## src/logic/mipsPkg.sv

```systemverilog
`default_nettype none

package mipsPkg;

    ////////////////////////////////////////
    // Fixed widths
    ////////////////////////////////////////

    localparam int DataWidth    = 32;     // Data and address width
    localparam int RegAddrWidth = 5;      // 32 registers

    ////////////////////////////////////////
    // Instruction encodings
    ////////////////////////////////////////

    // Primary opcode, bits 31:26
    typedef enum logic [5:0] {
        opRType  = 6'b000000,
        opRegImm = 6'b000001,             // bltz / bgez, picked by rt
        opJ      = 6'b000010,
        opBeq    = 6'b000100,
        opBne    = 6'b000101,
        opBlez   = 6'b000110,
        opBgtz   = 6'b000111,
        opAddi   = 6'b001000,
        opAndi   = 6'b001100,
        opOri    = 6'b001101,
        opXori   = 6'b001110,
        opLw     = 6'b100011,
        opSw     = 6'b101011
    } opcode_e;

    // R-type function field, bits 5:0
    typedef enum logic [5:0] {
        fnAdd = 6'b100000,
        fnSub = 6'b100010,
        fnAnd = 6'b100100,
        fnOr  = 6'b100101,
        fnXor = 6'b100110,
        fnSlt = 6'b101010
    } funct_e;

    ////////////////////////////////////////
    // Decoded controls
    ////////////////////////////////////////

    typedef struct packed {
        logic    regDst;                  // Write rd instead of rt
        opcode_e aluOp;                   // Raw opcode, ALU decodes further
        logic    aluSrc;                  // B operand is the immediate
        logic    branch;
        logic    jump;
        logic    memRead;
        logic    memWrite;
        logic    memtoReg;                // 1 = ALU result, 0 = load data
        logic    regWrite;
        logic    zeroExt;                 // Logical immediates only
    } ctrl_t;

    ////////////////////////////////////////
    // Data port, core to memory
    ////////////////////////////////////////

    typedef struct packed {
        logic [DataWidth-1:0] addr;
        logic [DataWidth-1:0] writeData;  // rt value for sw
        logic                 read;
        logic                 write;      // One-cycle strobe per store
    } dataBus_t;

endpackage

`default_nettype wire

```

## src/logic/Alu.sv

```systemverilog
`default_nettype none

module Alu (
    input  mipsPkg::opcode_e                   aluOp,
    input  wire logic [5:0]                    funct,
    input  wire logic [mipsPkg::DataWidth-1:0] a,
    input  wire logic [mipsPkg::DataWidth-1:0] b,
    output logic      [mipsPkg::DataWidth-1:0] result,
    output logic                               zero,
    output logic                               negative
);
    import mipsPkg::*;

    logic                 lessThan;
    logic [DataWidth-1:0] sltWord;

    // Signed compare for slt
    assign lessThan = $signed(a) < $signed(b);
    assign sltWord  = {{(DataWidth-1){1'b0}}, lessThan};

    always_comb begin
        result = '0;

        case (aluOp)
            opRType: begin
                case (funct_e'(funct))
                    fnAdd:   result = a + b;
                    fnSub:   result = a - b;
                    fnAnd:   result = a & b;
                    fnOr:    result = a | b;
                    fnXor:   result = a ^ b;
                    fnSlt:   result = sltWord;
                    default: result = '0;         // Unknown funct
                endcase
            end

            // Address and addi arithmetic
            opAddi, opLw, opSw: result = a + b;

            opAndi: result = a & b;
            opOri:  result = a | b;
            opXori: result = a ^ b;

            opBeq, opBne: result = a - b;         // Zero when equal

            // Compare-with-zero branches, flags follow rs
            opBlez, opBgtz, opRegImm: result = a;

            default: result = '0;                 // j and no-ops
        endcase
    end

    // Flags for the branch unit
    assign zero     = (result == '0);
    assign negative = result[DataWidth-1];

endmodule

`default_nettype wire

```

## src/logic/BranchUnit.sv

```systemverilog
`default_nettype none

module BranchUnit (
    input  wire logic                          Clk,
    input  wire logic                          rst,
    input  wire logic                          branch,
    input  wire logic                          jump,
    input  mipsPkg::opcode_e                   branchOp,
    input  wire logic [4:0]                    rtField,
    input  wire logic                          zero,
    input  wire logic                          negative,
    input  wire logic [mipsPkg::DataWidth-1:0] offset,
    input  wire logic [25:0]                   target,
    output logic      [mipsPkg::DataWidth-1:0] pc
);
    import mipsPkg::*;

    logic                 cond;
    logic                 taken;
    logic [DataWidth-1:0] pcPlus4;
    logic [DataWidth-1:0] nextPc;

    // Branch condition from the ALU flags
    always_comb begin
        case (branchOp)
            opBeq:    cond = zero;
            opBne:    cond = !zero;
            opBlez:   cond = negative || zero;
            opBgtz:   cond = !negative && !zero;
            opRegImm: cond = (rtField == 5'd0) ? negative        // bltz
                           : (rtField == 5'd1) ? !negative       // bgez
                           : 1'b0;
            default:  cond = 1'b0;
        endcase
    end

    assign taken   = branch && cond;
    assign pcPlus4 = pc + 32'd4;

    // Jump wins, then branch, else sequential
    always_comb begin
        if (jump)
            nextPc = {pcPlus4[31:28], target, 2'b00};
        else if (taken)
            nextPc = pcPlus4 + {offset[DataWidth-3:0], 2'b00};   // Word offset
        else
            nextPc = pcPlus4;
    end

    always_ff @(posedge Clk) begin
        if (rst) pc <= '0;
        else     pc <= nextPc;
    end

endmodule

`default_nettype wire

```

## src/logic/Controller.sv

```systemverilog
`default_nettype none

module Controller (
    input  wire logic [mipsPkg::DataWidth-1:0] instruction,
    output mipsPkg::ctrl_t                     ctrl
);
    import mipsPkg::*;

    opcode_e op;

    // Opcode field, unknown values fall to default
    assign op = opcode_e'(instruction[31:26]);

    always_comb begin
        ctrl = '0;                        // Everything inactive first

        case (op)
            opRType: begin
                ctrl.aluOp    = op;
                ctrl.regDst   = 1'b1;     // Result to rd
                ctrl.memtoReg = 1'b1;
                ctrl.regWrite = 1'b1;
            end

            opAddi: begin
                ctrl.aluOp    = op;
                ctrl.aluSrc   = 1'b1;     // Sign-extended imm
                ctrl.memtoReg = 1'b1;
                ctrl.regWrite = 1'b1;
            end

            // Logical immediates
            opAndi, opOri, opXori: begin
                ctrl.aluOp    = op;
                ctrl.aluSrc   = 1'b1;
                ctrl.zeroExt  = 1'b1;     // Upper half cleared
                ctrl.memtoReg = 1'b1;
                ctrl.regWrite = 1'b1;
            end

            opLw: begin
                ctrl.aluOp    = op;
                ctrl.aluSrc   = 1'b1;     // base + offset
                ctrl.memRead  = 1'b1;
                ctrl.regWrite = 1'b1;     // memtoReg stays 0, load data
            end

            opSw: begin
                ctrl.aluOp    = op;
                ctrl.aluSrc   = 1'b1;
                ctrl.memWrite = 1'b1;     // No register write
            end

            // Compare forms, B stays rt so beq/bne can subtract
            opBeq, opBne, opBlez, opBgtz, opRegImm: begin
                ctrl.aluOp  = op;
                ctrl.branch = 1'b1;
            end

            opJ: begin
                ctrl.aluOp = op;
                ctrl.jump  = 1'b1;        // Pseudo-direct target
            end

            default: begin
                // Unsupported, acts as a no-op
            end
        endcase
    end

endmodule

`default_nettype wire

```

## src/logic/MipsCore.sv

```systemverilog
`default_nettype none

module MipsCore (
    input  wire logic                          Clk,
    input  wire logic                          rst,
    input  wire logic [mipsPkg::DataWidth-1:0] instruction,
    input  wire logic [mipsPkg::DataWidth-1:0] readData,
    output logic      [mipsPkg::DataWidth-1:0] pc,
    output mipsPkg::dataBus_t                  dataBus
);
    import mipsPkg::*;

    ////////////////////////////////////////
    // Instruction fields
    ////////////////////////////////////////

    logic [RegAddrWidth-1:0] rs, rt, rd;
    logic [15:0]             imm;

    assign rs  = instruction[25:21];
    assign rt  = instruction[20:16];
    assign rd  = instruction[15:11];
    assign imm = instruction[15:0];

    ctrl_t                   ctrl;
    logic [DataWidth-1:0]    rsData;
    logic [DataWidth-1:0]    rtData;
    logic [DataWidth-1:0]    extImm;
    logic [DataWidth-1:0]    aluB;
    logic [DataWidth-1:0]    aluResult;
    logic                    zero;
    logic                    negative;
    logic [RegAddrWidth-1:0] writeReg;
    logic [DataWidth-1:0]    writeBack;

    // Decode
    Controller u_controller (
        .instruction (instruction),
        .ctrl        (ctrl)
    );

    RegisterFile u_regFile (
        .Clk         (Clk),
        .rst         (rst),
        .readAddrA   (rs),
        .readAddrB   (rt),
        .readDataA   (rsData),
        .readDataB   (rtData),
        .writeEnable (ctrl.regWrite),
        .writeAddr   (writeReg),
        .writeData   (writeBack)
    );

    ////////////////////////////////////////
    // Operand muxes and execute
    ////////////////////////////////////////

    // Zero-extend andi/ori/xori, sign-extend the rest
    assign extImm   = ctrl.zeroExt ? {16'h0000, imm} : {{16{imm[15]}}, imm};
    assign aluB     = ctrl.aluSrc ? extImm : rtData;
    assign writeReg = ctrl.regDst ? rd : rt;                 // rd for R-type

    Alu u_alu (
        .aluOp    (ctrl.aluOp),
        .funct    (instruction[5:0]),
        .a        (rsData),
        .b        (aluB),
        .result   (aluResult),
        .zero     (zero),
        .negative (negative)
    );

    ////////////////////////////////////////
    // Memory and write-back
    ////////////////////////////////////////

    // Strobes held low while in reset
    assign dataBus.addr      = aluResult;
    assign dataBus.writeData = rtData;
    assign dataBus.read      = ctrl.memRead && !rst;
    assign dataBus.write     = ctrl.memWrite && !rst;

    assign writeBack = ctrl.memtoReg ? aluResult : readData; // 0 = load

    // Next PC
    BranchUnit u_branch (
        .Clk      (Clk),
        .rst      (rst),
        .branch   (ctrl.branch),
        .jump     (ctrl.jump),
        .branchOp (ctrl.aluOp),
        .rtField  (rt),
        .zero     (zero),
        .negative (negative),
        .offset   (extImm),
        .target   (instruction[25:0]),
        .pc       (pc)
    );

endmodule

`default_nettype wire

```

## src/logic/RegisterFile.sv

```systemverilog
`default_nettype none

module RegisterFile (
    input  wire logic                                 Clk,
    input  wire logic                                 rst,
    input  wire logic [mipsPkg::RegAddrWidth-1:0]     readAddrA,
    input  wire logic [mipsPkg::RegAddrWidth-1:0]     readAddrB,
    output logic      [mipsPkg::DataWidth-1:0]        readDataA,
    output logic      [mipsPkg::DataWidth-1:0]        readDataB,
    input  wire logic                                 writeEnable,
    input  wire logic [mipsPkg::RegAddrWidth-1:0]     writeAddr,
    input  wire logic [mipsPkg::DataWidth-1:0]        writeData
);
    import mipsPkg::*;

    // Entries 1..31, register zero has no storage
    logic [DataWidth-1:0] regs [1:(1 << RegAddrWidth)-1];

    // Combinational reads
    assign readDataA = (readAddrA == '0) ? '0 : regs[readAddrA];
    assign readDataB = (readAddrB == '0) ? '0 : regs[readAddrB];

    always_ff @(posedge Clk) begin
        if (rst) begin
            for (int i = 1; i < (1 << RegAddrWidth); i++) begin
                regs[i] <= '0;
            end
        end else if (writeEnable && writeAddr != '0) begin
            regs[writeAddr] <= writeData;         // $zero writes dropped
        end
    end

endmodule

`default_nettype wire

```

## config.mk

```make
export PLATFORM = sky130hd
export DESIGN_NAME = MipsCore
export DESIGN_NICKNAME = d
export VERILOG_FILES = /design/src/logic/mipsPkg.sv /design/src/logic/Alu.sv /design/src/logic/BranchUnit.sv /design/src/logic/Controller.sv /design/src/logic/MipsCore.sv /design/src/logic/RegisterFile.sv
export SDC_FILE = /design/constraint.sdc
export NUM_CORES = 2
export LEC_CHECK = 0
export ABC_AREA = 1
export BUFFER_PORTS_ARGS = -buffer_cell sky130_fd_sc_hd__buf_2
export CORE_UTILIZATION = 30
export CTS_CLUSTER_DIAMETER = 30
export DETAILED_ROUTE_END_ITERATION = 8
export GPL_ROUTABILITY_DRIVEN = 0
export HOLD_SLACK_MARGIN = 0.05
export PLACE_DENSITY = 0.47
export SLEW_MARGIN = 5
export SYNTH_ARGS = -nofsm -noshare
export SYNTH_HDL_FRONTEND = slang
export SYNTH_SLANG_ARGS = --single-unit
```

## constraint.sdc

```tcl
create_clock -name Clk -period 6.73 [get_ports Clk]
set_input_delay 0.673 -clock Clk [delete_from_list [all_inputs] [get_ports Clk]]
set_output_delay 0.673 -clock Clk [all_outputs]
set_load 0.01 [all_outputs]
```

==> out/metrics.cfg <==
[run_status]
status=finished clean

[worst_setup_path]
crit_chain=buf_8 > buf_12 > buf_4 > o21ai_0 > o211ai_1 > o21ai_0 > o211ai_1 > o211ai_1 > nand2_1 > o21ai_0 > buf_4 > ha_1 > buf_4 > nand2_1 > nor2_1 > inv_1 > nor2_1 > nand4_1 > nand3_1 > nand2_1 > nand3_1 > nand3_1 > buf_4 > buf_2
cp_slowest_cell=nand4_1
cp_common_cell=buf_4
cp_max_fo=43
critical-path-max-stage-delay_ns=0.53
cp-start-kind=input port
crit_required_ns=6.06
crit_type=input port to output port
cp.arrival_ns=5.97
worstSetupEndpointType=output port

[finish]
final_area_sq_mm=0.0831
area_growth_pct=23.7
nets=9266
final_common_cell=nand2_1
final_cell_mix=nand2_1 (2093), nor2_1 (1514), nand3_1 (1313)
fin_util=0.374
drive_above_1_share=0.122

[floorplan]
io-pin-count=164
die_w_um=475
start_util=0.302
die_h_um=475
fp.dieArea_sq_mm=0.226
coreArea_sq_mm=0.222
rows=173

[cts]
clkLatencyLatePin_ns=0.93
cts-buffers-inserted=293
cts_hold_buf=0
path_clk_slew_ns=0.04
tritoncts=built
cts_buffer_depth=4
cts-htree-levels=5
ctsResizeCount=0
postCtsSetupBuffers=0
clockRootBuffer=clkbuf_16
cts_sinks=1054

[global_route]
grt_pass1_vias=65472
grt_pass1_wl_mm=464
antenna_found_initial=13
grt_overflow=0
grt_max_degree=103
grt_usage=0.281

[sta]
setup_viol=0
fin_crit_sh=0.988
setup_tns_ns=0
fmax_mhz=150
hold_viol=0
fin_skew_ns=0.0744
max_slew_margin=0.175
rsz0062_at_grt=no
maxSlewViolCount=0
period_needed_ns=6.65
worstMarginPinSlew_ns=1.23

[pwr]
ir_drop_mv=0.288
power_density_mw_per_mm2=316
p_leak_nw=34.1

[yosys]
synth_edf_count=1024
synth_area_sq_mm=0.0672
synthArstFlopShare=0
avgSynthCellArea_sq_um=7.59
synth_flop_cell=edfxtp_1
yosysWarnings=0
synth-seq-cells=1054
yosysSeqAreaShare=0.467
synth_cell_types=52
synth_cells=8846

[detailed_routing]
drtIter0Drc=9592
vias=69337
first_pass_iters=9
ant_nets=0
routedWlPerCell_um=26.6
route.detailed.drc=0
via_per_inst=5.65
routed_wl_mm=327

[placement]
portBuffers=161
placed_area_sq_mm=0.0736
hpwl_mm=211

[min_path]
hold_class=input port to flop

[run]
cap_violations=0

==> Yosys cell counts, types with 56 or more instances <==
library cell,n,area share
a21oi_1,310,0.023
buf_1,75,0.0042
buf_2,147,0.011
clkbuf_1,457,0.026
edfxtp_1,1024,0.46
ha_1,126,0.023
inv_1,538,0.030
nand2_1,2143,0.12
nand3_1,1314,0.098
nand4_1,56,0.0052
nor2_1,1515,0.085
o2111ai_1,94,0.012
o211ai_1,241,0.027
o21ai_0,444,0.033
==> metal layers <==
layer,up-vias,GRT usage,share of wire
met5,-,0,0.00021
met3,881,0.0581,0.11
met2,4611,0.437,0.44
met4,10,0.138,0.050
met1,33398,0.371,0.40
li1,30437,-,-
==> flip-flops by register name, summed over array words and instances (netlist names) <==
name            count
u_branch.pc        30
u_regFile.regs   1024
==> worst max-delay path: cells and delay by family <==
kind	cells	cell delay (ns)
AO/OA/AOI/OAI	6	1.46
adder cells (fa/ha/maj)	1	0.36
buffers and inverters	8	1.63
AND/OR/NAND/NOR	9	1.71
==> layout make-up <==
cell class / count / area [sq um]
well taps: 2975 / 3720
fillers: 22705 / 139000
diodes: 8 / 20.0
multi-input cells: 6555 / 31000
clock inverters: 163 / 1760
clock buffers: 344 / 7660
inverters: 558 / 2140
repair buffers: 609 / 5470
flip-flops and latches: 1054 / 31400
==> worst paths after layout <==
path | to | depth (start not counted) | slack (ns) | start
hold reg to reg | u_branch.pc[2] | 3 | 0.66 | u_branch.pc[2]
setup / recovery | dataBus[56] | 24 | 0.08 | instruction[16]
setup reg to reg | u_branch.pc[7] | 31 | 0.77 | u_regFile.regs[26][19]
hold / removal | u_branch.pc[15] | 3 | 0.11 | instruction[13]
==> stage by stage <==
| step | worst slack (ns) | instances | hold WS (ns) | total power, mW |
|---|---|---|---|---|
| floorplan | 1.32 | 8879 | 0.607 | 10.7 |
| global placement | -0.0440 | 11751 | 0.647 | 12.8 |
| detailed placement | -0.0402 | 11751 | 0.641 | 12.7 |
| CTS | 0.443 | 12258 | 0.0546 | 26.2 |
| global route | 0.0953 | 12262 | 0.104 | 27.1 |
| finish | 0.0826 | 12266 | 0.113 | 26.3 |
==> report_power, final <==
group | internal [mW] | switching [mW] | total, mW
Clock | 9.34 | 4.12 | 13.5
Combinational | 1.50 | 3.49 | 4.98
Sequential | 7.60 | 0.249 | 7.84
==> logic make-up (layout without fill, tap and decap cells) <==
kind of cell | Yosys count | count (layout) | synth area share
AND/OR/NAND/NOR | 5097 | 5097 | 0.314
buffers and inverters | 1270 | 1674 | 0.0764
other | 1 | 42 | 0.0000558
AO/OA/AOI/OAI | 1237 | 1237 | 0.111
adder cells (fa/ha/maj) | 129 | 129 | 0.0244
XOR/XNOR | 58 | 58 | 0.00756
flip-flops | 1054 | 1054 | 0.467
Note: power is estimated with default switching activity, not from simulation.
